<file path="src/hdl/dram_bridge_pkg.sv">
package dram_bridge_pkg;

  // ----------------------------------------------------------
  // widths
  // ----------------------------------------------------------
  localparam int WORD_W      = 32;
  localparam int BLOCK_WORDS = 4;
  localparam int BLOCK_W     = WORD_W * BLOCK_WORDS;
  localparam int ADDR_W      = 32;
  localparam int WADDR_W     = ADDR_W - 2;
  localparam int TAG_W       = 4;
  localparam int NUM_IDS     = 8;
  localparam int ID_W        = 3;
  localparam int X_W         = 2;
  localparam int Y_W         = 1;
  localparam int EPA_W       = 28;

  typedef enum logic {
    OP_READ  = 1'b0,
    OP_WRITE = 1'b1
  } mem_op_e;

  // block header, addr is block aligned
  typedef struct packed {
    mem_op_e             op;
    logic [ADDR_W-1:0]   addr;
    logic [TAG_W-1:0]    tag;
  } mem_hdr_s;

  typedef struct packed {
    mem_op_e             op;
    logic [X_W-1:0]      x;
    logic [Y_W-1:0]      y;
    logic [EPA_W-1:0]    epa;
    logic [WORD_W-1:0]   data;
    logic [ID_W-1:0]     id;
  } net_req_s;

  typedef struct packed {
    logic [ID_W-1:0]     id;
    logic [WORD_W-1:0]   data;
  } net_rsp_s;

  // word address split for tile striping, word in the low bits
  typedef struct packed {
    logic [24:0]         row;
    logic [2:0]          tile;
    logic [1:0]          word;
  } dram_addr_fields_s;

  typedef union packed {
    logic [WADDR_W-1:0]  raw;
    dram_addr_fields_s   f;
  } dram_addr_u;

endpackage

</file>
<file path="src/hdl/beat_counter.sv">
`timescale 1ns/10ps

module beat_counter
  import dram_bridge_pkg::*;
(
  input  logic       clk_i,
  input  logic       rst_i,
  input  logic       step_i,
  output logic [1:0] idx_o,
  output logic       first_o,
  output logic       last_o
);

  logic [1:0] idx_q;

  always_ff @(posedge clk_i)
  begin
    if (rst_i)
    begin
      idx_q <= '0;
    end
    else if (step_i)
    begin
      // wrap back to word 0 after the last word of the block
      idx_q <= (idx_q == 2'(BLOCK_WORDS - 1)) ? 2'd0 : idx_q + 2'd1;
    end
  end

  assign idx_o   = idx_q;
  assign first_o = (idx_q == 2'd0);
  assign last_o  = (idx_q == 2'(BLOCK_WORDS - 1));

endmodule

</file>
<file path="src/hdl/req_pump.sv">
`timescale 1ns/10ps

module req_pump
  import dram_bridge_pkg::*;
(
  input  logic               clk_i,
  input  logic               rst_i,

  input  mem_hdr_s           fwd_hdr_i,
  input  logic [BLOCK_W-1:0] fwd_data_i,
  input  logic               fwd_v_i,
  output logic               fwd_ready_o,

  output dram_addr_u         word_addr_o,
  output logic [WORD_W-1:0]  word_data_o,
  output mem_op_e            word_op_o,
  output mem_hdr_s           word_hdr_o,
  output logic               word_v_o,
  input  logic               word_take_i
);

  typedef enum logic {
    ST_IDLE,
    ST_ISSUE
  } state_e;

  state_e             state_q;
  mem_hdr_s           hdr_q;
  logic [BLOCK_W-1:0] block_q;
  logic [1:0]         word_idx;
  logic               word_last;

  // ----------------------------------------------------------
  // control
  // ----------------------------------------------------------
  always_ff @(posedge clk_i)
  begin
    if (rst_i)
    begin
      state_q <= ST_IDLE;
    end
    else
    begin
      case (state_q)
        ST_IDLE:
          if (fwd_v_i)
            state_q <= ST_ISSUE;
        ST_ISSUE:
          if (word_take_i && word_last)
            state_q <= ST_IDLE;
        default:
          state_q <= ST_IDLE;
      endcase
    end
  end

  // capture the block on acceptance
  always_ff @(posedge clk_i)
  begin
    if (fwd_v_i && fwd_ready_o)
    begin
      hdr_q   <= fwd_hdr_i;
      block_q <= fwd_data_i;
    end
  end

  beat_counter u_beat (
    .clk_i   (clk_i),
    .rst_i   (rst_i),
    .step_i  (word_take_i),
    .idx_o   (word_idx),
    .first_o (),
    .last_o  (word_last)
  );

  // ----------------------------------------------------------
  // word presentation
  // ----------------------------------------------------------
  assign fwd_ready_o = (state_q == ST_IDLE);
  assign word_v_o    = (state_q == ST_ISSUE);
  assign word_op_o   = hdr_q.op;
  assign word_hdr_o  = hdr_q;
  assign word_data_o = block_q[word_idx*WORD_W +: WORD_W];

  // block address in words, plus the word index
  assign word_addr_o.raw = hdr_q.addr[ADDR_W-1:ADDR_W-WADDR_W] + WADDR_W'(word_idx);

endmodule

</file>
<file path="src/hdl/dram_hash.sv">
`timescale 1ns/10ps

module dram_hash
  import dram_bridge_pkg::*;
(
  input  dram_addr_u         addr_i,
  input  logic [WADDR_W-1:0] offset_i,
  output logic [X_W-1:0]     x_o,
  output logic [Y_W-1:0]     y_o,
  output logic [EPA_W-1:0]   epa_o
);

  dram_addr_u sum;

  always_comb
  begin
    sum.raw = addr_i.raw + offset_i;

    // consecutive blocks go to consecutive tiles
    // x from the low tile bits, y from the top one
    x_o = sum.f.tile[X_W-1:0];
    y_o = sum.f.tile[2 -: Y_W];

    // tile-local word address drops the tile bits
    epa_o = EPA_W'({sum.f.row, sum.f.word});
  end

endmodule

</file>
<file path="src/hdl/reorder_buf.sv">
`timescale 1ns/10ps

module reorder_buf
  import dram_bridge_pkg::*;
(
  input  logic              clk_i,
  input  logic              rst_i,

  output logic [ID_W-1:0]   alloc_id_o,
  output logic              alloc_v_o,
  input  logic              alloc_i,
  input  mem_hdr_s          alloc_hdr_i,

  input  net_rsp_s          rsp_i,
  input  logic              rsp_v_i,

  output logic [WORD_W-1:0] deq_data_o,
  output mem_hdr_s          deq_hdr_o,
  output logic              deq_v_o,
  input  logic              deq_i
);

  logic [ID_W-1:0]   alloc_ptr_q;
  logic [ID_W-1:0]   deq_ptr_q;
  logic [NUM_IDS-1:0] pending_q;
  logic [NUM_IDS-1:0] filled_q;
  logic [WORD_W-1:0] data_q [NUM_IDS];
  mem_hdr_s          hdr_q  [NUM_IDS];

  // ----------------------------------------------------------
  // slot state
  // ----------------------------------------------------------
  // alloc only hits a free slot, rsp only a pending one and deq only a
  // filled one, so the three updates never collide
  always_ff @(posedge clk_i)
  begin
    if (rst_i)
    begin
      alloc_ptr_q <= '0;
      deq_ptr_q   <= '0;
      pending_q   <= '0;
      filled_q    <= '0;
    end
    else
    begin
      if (alloc_i)
      begin
        pending_q[alloc_ptr_q] <= 1'b1;
        alloc_ptr_q            <= alloc_ptr_q + 1'b1;
      end
      if (rsp_v_i)
      begin
        pending_q[rsp_i.id] <= 1'b0;
        filled_q[rsp_i.id]  <= 1'b1;
      end
      if (deq_i)
      begin
        filled_q[deq_ptr_q] <= 1'b0;
        deq_ptr_q           <= deq_ptr_q + 1'b1;
      end
    end
  end

  always_ff @(posedge clk_i)
  begin
    if (alloc_i)
      hdr_q[alloc_ptr_q] <= alloc_hdr_i;
    if (rsp_v_i)
      data_q[rsp_i.id] <= rsp_i.data;
  end

  // ids go out in order, so a busy slot at the pointer means full
  assign alloc_id_o = alloc_ptr_q;
  assign alloc_v_o  = ~pending_q[alloc_ptr_q] & ~filled_q[alloc_ptr_q];

  assign deq_v_o    = filled_q[deq_ptr_q];
  assign deq_data_o = data_q[deq_ptr_q];
  assign deq_hdr_o  = hdr_q[deq_ptr_q];

endmodule

</file>
<file path="src/hdl/rsp_pump.sv">
`timescale 1ns/10ps

module rsp_pump
  import dram_bridge_pkg::*;
(
  input  logic               clk_i,
  input  logic               rst_i,

  input  logic [WORD_W-1:0]  word_data_i,
  input  mem_hdr_s           word_hdr_i,
  input  logic               word_v_i,
  output logic               word_take_o,

  output mem_hdr_s           rev_hdr_o,
  output logic [BLOCK_W-1:0] rev_data_o,
  output logic               rev_v_o,
  input  logic               rev_ready_i
);

  logic [BLOCK_W-1:0] block_q;
  mem_hdr_s           hdr_q;
  logic               rev_v_q;
  logic               word_first;
  logic               word_last;

  // stall the reorder buffer while a finished block waits
  assign word_take_o = word_v_i & ~rev_v_q;

  beat_counter u_beat (
    .clk_i   (clk_i),
    .rst_i   (rst_i),
    .step_i  (word_take_o),
    .idx_o   (),
    .first_o (word_first),
    .last_o  (word_last)
  );

  always_ff @(posedge clk_i)
  begin
    if (rst_i)
    begin
      rev_v_q <= 1'b0;
    end
    else if (word_take_o && word_last)
    begin
      rev_v_q <= 1'b1;
    end
    else if (rev_ready_i)
    begin
      rev_v_q <= 1'b0;
    end
  end

  // shift in from the top so word 0 ends up in the low bits
  always_ff @(posedge clk_i)
  begin
    if (word_take_o)
    begin
      block_q <= {word_data_i, block_q[BLOCK_W-1:WORD_W]};
      if (word_first)
        hdr_q <= word_hdr_i;
    end
  end

  assign rev_v_o    = rev_v_q;
  assign rev_hdr_o  = hdr_q;
  assign rev_data_o = block_q;

endmodule

</file>
<file path="src/hdl/dram_bridge.sv">
`timescale 1ns/10ps

module dram_bridge
  import dram_bridge_pkg::*;
(
  input  logic               clk_i,
  input  logic               rst_i,

  input  mem_hdr_s           fwd_hdr_i,
  input  logic [BLOCK_W-1:0] fwd_data_i,
  input  logic               fwd_v_i,
  output logic               fwd_ready_o,

  output mem_hdr_s           rev_hdr_o,
  output logic [BLOCK_W-1:0] rev_data_o,
  output logic               rev_v_o,
  input  logic               rev_ready_i,

  output net_req_s           net_req_o,
  output logic               net_req_v_o,
  input  logic               net_req_ready_i,

  input  net_rsp_s           net_rsp_i,
  input  logic               net_rsp_v_i,

  input  logic [WADDR_W-1:0] dram_offset_i
);

  dram_addr_u          word_addr;
  logic [WORD_W-1:0]   word_data;
  mem_op_e             word_op;
  mem_hdr_s            word_hdr;
  logic                word_v;
  logic                word_take;

  logic [X_W-1:0]      tile_x;
  logic [Y_W-1:0]      tile_y;
  logic [EPA_W-1:0]    tile_epa;

  logic [ID_W-1:0]     alloc_id;
  logic                alloc_v;

  logic [WORD_W-1:0]   deq_data;
  mem_hdr_s            deq_hdr;
  logic                deq_v;
  logic                deq_take;

  // ----------------------------------------------------------
  // outgoing words
  // ----------------------------------------------------------
  req_pump u_req_pump (
    .clk_i       (clk_i),
    .rst_i       (rst_i),
    .fwd_hdr_i   (fwd_hdr_i),
    .fwd_data_i  (fwd_data_i),
    .fwd_v_i     (fwd_v_i),
    .fwd_ready_o (fwd_ready_o),
    .word_addr_o (word_addr),
    .word_data_o (word_data),
    .word_op_o   (word_op),
    .word_hdr_o  (word_hdr),
    .word_v_o    (word_v),
    .word_take_i (word_take)
  );

  dram_hash u_hash (
    .addr_i   (word_addr),
    .offset_i (dram_offset_i),
    .x_o      (tile_x),
    .y_o      (tile_y),
    .epa_o    (tile_epa)
  );

  // a word leaves only with a free id and a ready network
  assign word_take   = word_v & alloc_v & net_req_ready_i;
  assign net_req_v_o = word_take;

  always_comb
  begin
    net_req_o.op   = word_op;
    net_req_o.x    = tile_x;
    net_req_o.y    = tile_y;
    net_req_o.epa  = tile_epa;
    net_req_o.data = word_data;
    net_req_o.id   = alloc_id;
  end

  // ----------------------------------------------------------
  // returning words
  // ----------------------------------------------------------
  reorder_buf u_rob (
    .clk_i       (clk_i),
    .rst_i       (rst_i),
    .alloc_id_o  (alloc_id),
    .alloc_v_o   (alloc_v),
    .alloc_i     (word_take),
    .alloc_hdr_i (word_hdr),
    .rsp_i       (net_rsp_i),
    .rsp_v_i     (net_rsp_v_i),
    .deq_data_o  (deq_data),
    .deq_hdr_o   (deq_hdr),
    .deq_v_o     (deq_v),
    .deq_i       (deq_take)
  );

  rsp_pump u_rsp_pump (
    .clk_i       (clk_i),
    .rst_i       (rst_i),
    .word_data_i (deq_data),
    .word_hdr_i  (deq_hdr),
    .word_v_i    (deq_v),
    .word_take_o (deq_take),
    .rev_hdr_o   (rev_hdr_o),
    .rev_data_o  (rev_data_o),
    .rev_v_o     (rev_v_o),
    .rev_ready_i (rev_ready_i)
  );

endmodule

</file>
<file path="config.mk">
export PLATFORM = sky130hd
export DESIGN_NAME = dram_bridge
export DESIGN_NICKNAME = d
export VERILOG_FILES = /design/src/hdl/dram_bridge_pkg.sv /design/src/hdl/beat_counter.sv /design/src/hdl/req_pump.sv /design/src/hdl/dram_hash.sv /design/src/hdl/reorder_buf.sv /design/src/hdl/rsp_pump.sv /design/src/hdl/dram_bridge.sv
export SDC_FILE = /design/constraint.sdc
export NUM_CORES = 1
export LEC_CHECK = 0
export BUFFER_PORTS_ARGS = -buffer_cell sky130_fd_sc_hd__buf_2
export CAP_MARGIN = 20
export CORE_MARGIN = 3
export CORE_UTILIZATION = 45
export DETAILED_ROUTE_END_ITERATION = 12
export PLACE_DENSITY = 0.77
export SLEW_MARGIN = 20
export SYNTH_ARGS = -nofsm -noshare
export SYNTH_HDL_FRONTEND = slang
export SYNTH_SLANG_ARGS = --single-unit
</file>
<file path="constraint.sdc">
create_clock -name clk_i -period 7.9 [get_ports clk_i]
set_input_delay 0.79 -clock clk_i [delete_from_list [all_inputs] [get_ports clk_i]]
set_output_delay 0.79 -clock clk_i [all_outputs]
set_load 0.01 [all_outputs]
</file>
* Word level (Yosys, flattened, before mapping)
Memory sizes are Yosys's and may differ from the RTL's. A register that Yosys moved wholly into a read port is not among the register bits. Cells that the tools add are included. W data, S select, Z words.
Operators by class: $add $sub $neg 6, multiply operators 0, div/mod/pow operators 0, order comparisons 6, eq/ne operators 2, shift operators 1, multiplexer cells 29, bitwise operators 14, reduce and logical (&&, ||, !) cells 9
Operators with widths (count):
- $shiftx A128 B8 Y32 | 1
- $mux W8 | 6
- $add A30 B2 Y30 | 1
- $add A30 B30 Y30 | 1
- $and A8 B8 Y8 | 2
- $not A8 Y8 | 2
- $or A8 B8 Y8 | 2
- $mux W1 | 14
- $lt A3 B4 Y1 const B | 3
- $bmux W1 S3 | 3
- $demux W1 S3 | 3
- $ge A3 B1 Y1 const B | 3
- $add A3 B1 Y3 const B | 2
- $logic_and A1 B1 Y1 | 6
- $add A2 B1 Y2 const B | 2
- $and A1 B1 Y1 | 4
- $eq A2 B2 Y1 const B | 2
- $mux W2 | 2
- $not A1 Y1 | 4
- $logic_not A2 Y1 | 1
- $pmux W1 S2 | 1
- $reduce_and A2 Y1 | 1
- $reduce_bool A2 Y1 | 1
Word-level totals: flip-flop bits (word level) 321, latch bits 0, bits in writable memories 552, ROM bits 0, input port bits 236, memories kept 2
Memories:
- u_rob.hdr_q | words 8, width 37, rd ports 1, clocked after memory_dff 1, write ports 1, RTL line reorder_buf.sv:28 | mem_hdr_s hdr_q [NUM_IDS];
- u_rob.data_q | words 8, width 32, rd ports 1, clocked after memory_dff 1, write ports 1, RTL line reorder_buf.sv:27 | logic [WORD_W-1:0] data_q [NUM_IDS];

* Logic depth before layout (Yosys ltp)
word-level depth 10, mapped depth 13, mapped depth without buffers 11

* Modules after synthesis
From an unflattened synthesis, not the netlist that was laid out.
Second synthesis, totals: cell total of the unflattened synthesis 1692, area, all modules 35335.1 um^2
By module, submodules not included:
- reorder_buf | times used 1, cells an instance 933, area an instance 21840.9 um^2, seq. area each 17076.4 um^2
- req_pump | times used 1, cells an instance 291, area an instance 6353.6 um^2, seq. area each 4974.8 um^2
- rsp_pump | times used 1, cells an instance 171, area an instance 5008.6 um^2, seq. area each 4974.8 um^2
- dram_hash | times used 1, cells an instance 274, area an instance 1903.1 um^2, seq. area each 0.0 um^2
- beat_counter | times used 2, cells an instance 10, area an instance 103.8 um^2, seq. area each 40.0 um^2
- dram_bridge | times used 1, cells an instance 3, area an instance 21.3 um^2, seq. area each 0.0 um^2

* Least setup slack after synthesis
OpenSTA, ideal clock, no wires.
path kind input to register, from input fwd_v_i, to register u_req_pump.block_q[0] (enable), arrival time 7.919 ns, required time 7.187 ns, setup slack -0.731 ns, cell stages on the path 1, path buffers 0, cells stage by stage nor2b_1
Between the ends: word-level cells in the longest chain between the ends 1
RTL lines:
- from (decl) | RTL line dram_bridge.sv:11 | input logic fwd_v_i,
- $logic_and A1 B1 Y1 | RTL line req_pump.sv:60 | if (fwd_v_i && fwd_ready_o)
- to (signal assigned) | RTL line req_pump.sv:63 | block_q <= fwd_data_i;
- to (decl) | RTL line req_pump.sv:29 | logic [BLOCK_W-1:0] block_q;
No other way between the ends. A chain may end at the register's enable or synchronous reset.

==> summary.md <==
- sky130_fd_sc_hd__edfxtp_1, sky130_fd_sc_hd__mux4_2, sky130_fd_sc_hd__mux2_2, sky130_fd_sc_hd__ha_1, sky130_fd_sc_hd__nor2_1 — Synth top cells by count
- sky130_fd_sc_hd__edfxtp_1 — most frequent cell after synthesis
- 75600 um — Total Wirelength
- 5320 ps — clock period minus final worst setup slack
- 3250 ps — Setup Slack @ Placement
- sky130_fd_sc_hd__clkbuf_16 — root buffer selected by CTS
- 114000 um — wire length of the first global-routing pass
- 3 — maximum buffer depth of the clock tree
- 469 — count of buffers from port buffering
- 0.544 — Final Core Density
- 0 — Setup-failing EPs final
- 0 — Synth Warn #
- 0.455 — effective utilization at floorplan
- 38300 um^2 — Cell Area, Placed
- 10 — antenna violations before repair
- 910 — sink count of the clock tree
- 76100 um^2 — core outline area
- 23.4 um — detail-routed net length per standard cell
- 14.1 nW — static power due to leakage
- 37900 um — sum of met2 wire segment lengths after detailed routing
- 41400 um^2 — Final Instance Area
- 0.673 — final worst path period share
- 1889 — post-synth net total
- 10.4 mW — Final Total Pwr
- 0 — Max Slew Vio Count
- 910 — synthesis-stage register bit count
- 0 — Post-CTS Setup Inserts
- 1050 ps — peak per-stage delay on the critical path
- 0 — max-cap violations
- output pin — capturing element type of the critical path
- 21.8 um^2 — Mapped Avg Cell Area
- 184 uV — worst ir drop on vdd
- 25.4 ps — worst clock skew
- 0.765 — fraction of post-synthesis cell area in the top cell type by area
- 46300 um — DPL Wire Length
- met5 — Highest Signal Layer
- 0.187 — aggregate global-route resource usage
- 1590 — cells after synthesis
- no — RSZ-0062 raised after global routing
- 6140 um — met3 layer wire length in the routed design
- 0 ps — Total Negative Setup Slacks
- sky130_fd_sc_hd__dfxtp_2 — slowest cell on the critical path
- adder cells — largest delay contributor family on the critical path
- 8 — count of TritonRoute iterations in the first routing pass
- 0 — count of hold-fix buffers inserted at cts
- 29800 um — metal1 wirelength
- 4530 ps — data arrival time of the worst path
- 3048 — number of instances in the placed design
- 2415 — number of nets in the finished design
- 0 — fraction of synthesis flops using an asynchronous set or reset pin
- in2reg — worst min path class
- 80300 um^2 — DIE AREA
- 5.43 — via-per-instance ratio
- 60 ps — clock transition at the registers of the reported paths
- flop — kind of launch point of the worst setup path
- sky130_fd_sc_hd__edfxtp_1 — Most used DFF post-synth
- 17527 — via count
- 471 — count of boundary I/O pins
- 94 — Num CTS Buffers
- 0.781 — Seq/Total Area, Yosys
- 0 — post-cts sizing count
- 283 um — Vert. Die Dim
- 882 — number of synthesized flops with an enable pin
- sky130_fd_sc_hd__edfxtp_1 — post-synth top area cell
- 3 — htree depth
- 0.188 GHz — maximum achievable frequency
- 63 — number of distinct library cell variants in the gate-level netlist after synthesis
- 252 nW/um^2 — total power divided by cell area
- 146 — maximum number of pins on one net before global-route repair
- fa_1 > ha_1 > fa_1 > a21o_1 > a311o_1 > nand4b_1 > nand2_1 > a21oi_1 > xnor2_1 > buf_2 — cells along the critical path
- 19.5% — Synth-to-Final Area Change
- 0 — Post-route DRC
- 1 — CP Buf/Inv Count
- reg2out — Critical Setup Path Class
- finished, final reports clean — run status
- 1140 ps — actual slew at the worst max-slew pin
- 18693 — via count of the first global-routing pass
- 0 — grt total ovfl
- 101 — row count
- 2580 ps — final setup margin
- 1349 — DR iter-0 viols
- 650 ps — latest clock arrival within the worst-skew pair
- 310 ps — Fin Hold WS
- sky130_fd_sc_hd__fa_1 — most repeated library cell on the critical path
- 0.239 — Slew HR
- 3225 — Non-Filler Instances
- 0.411 — share of layout cells above drive strength 1
- 34600 um^2 — Synth Cell Area
- sky130_fd_sc_hd__edfxtp_1, sky130_fd_sc_hd__mux4_2, sky130_fd_sc_hd__mux2_2, sky130_fd_sc_hd__ha_1, sky130_fd_sc_hd__dfxtp_1 — ranking of synthesized cells by area
- 283 um — Die X-Extent
- 7110 ps — required time worst endpoint
- 0 — remaining antenna violation count
- 35 — worst-path fanout max
- yes — TritonCTS clock tree
- 0 — final hold vios
- 0.868 — final weighted congestion in routability-driven placement
==> power breakdown <==
| group | leakage [nW] | switching, mW | internal [mW] |
|---|---|---|---|
| registers | 8.29 | 0.0675 | 5.44 |
| clock network | 1.44 | 1.80 | 2.44 |
| logic | 4.33 | 0.378 | 0.289 |
| total | 14.1 | 2.25 | 8.17 |
==> per-layer routing <==
metal  vias up  global-route usage
met4        10              0.0566
met3       138              0.0508
met2       716               0.314
met1      9032               0.241
met5         -                   0
li1       7631                   -
==> state kept, by name, summed over array words and instances, names as in the netlist <==
register / flops
u_req_pump.block_q: 128
u_req_pump.u_beat.idx_o: 2
u_req_pump.word_hdr_o: 36
u_req_pump.word_op_o: 1
u_req_pump.word_v_o: 1
u_rob.alloc_id_o: 3
u_rob.data_q: 256
u_rob.deq_ptr_q: 3
u_rob.filled_q: 8
u_rob.hdr_q: 296
u_rob.pending_q: 8
u_rsp_pump.rev_data_o: 128
u_rsp_pump.rev_hdr_o: 37
u_rsp_pump.rev_v_o: 1
u_rsp_pump.u_beat.idx_o: 2
==> cells by family (layout without fill, tap and decap cells) <==
kind of cell             Yosys count  count (layout)  synth area share
other                              1               7          0.000108
adder cells (fa/ha/maj)           63              63            0.0234
buffers and inverters             79             678            0.0101
AND/OR/NAND/NOR                  146             146            0.0197
flip-flops                       910             910             0.781
multiplexers                     243             243             0.136
XOR/XNOR                          30              30           0.00759
AO/OA/AOI/OAI                    118             118            0.0225
==> final timing paths <==
path                            depth (start not counted)                                     from                              endpoint  slack (ps)
worst max-delay path                                   10  u_req_pump.u_beat.idx_o[1]$_SDFFE_PP0P_                         net_req_o[53]        2580
worst min-delay path                                    1                           fwd_data_i[64]      u_req_pump.block_q[64]$_DFFE_PP_         310
worst min register to register                          0      u_rsp_pump.rev_data_o[73]$_DFFE_PP_   u_rsp_pump.rev_data_o[41]$_DFFE_PP_         440
worst max register to register                          6          u_rob.deq_ptr_q[2]$_SDFFE_PP0P_  u_rsp_pump.rev_data_o[120]$_DFFE_PP_        4200
==> area by class of cell <==
cell class,count,area [um^2]
tap,1030,1290
clock inverter,60,547
antenna,6,15.0
clock buffer,109,2430
inverter,14,57.6
sequential,910,27100
fill,5820,34700
multi-input combinational,601,7360
timing repair buffer,495,2610
==> worst reg2reg max path: cells and delay by family (launching register included) <==
family,cells,cell delay (ps)
buffers and inverters,3,1760
DFF,1,600
muxes,2,400
and+or+nand+nor,1,550
==> cell usage in the layout (no fill, tap or decap), drive strengths merged, types with 10 or more instances in the layout <==
master and count:
nor3 12, buf 495, xor2 13, inv 23, dfxtp 28, a21oi 42, a211oi 10, o21a 10
edfxtp 882, nand2 35, clkinv 39, nor2 59, o21ai 21, mux2 69, mux4 173, clkbuf 109
xnor2 17, ha 60
Power figures use the tool's default switching activity.
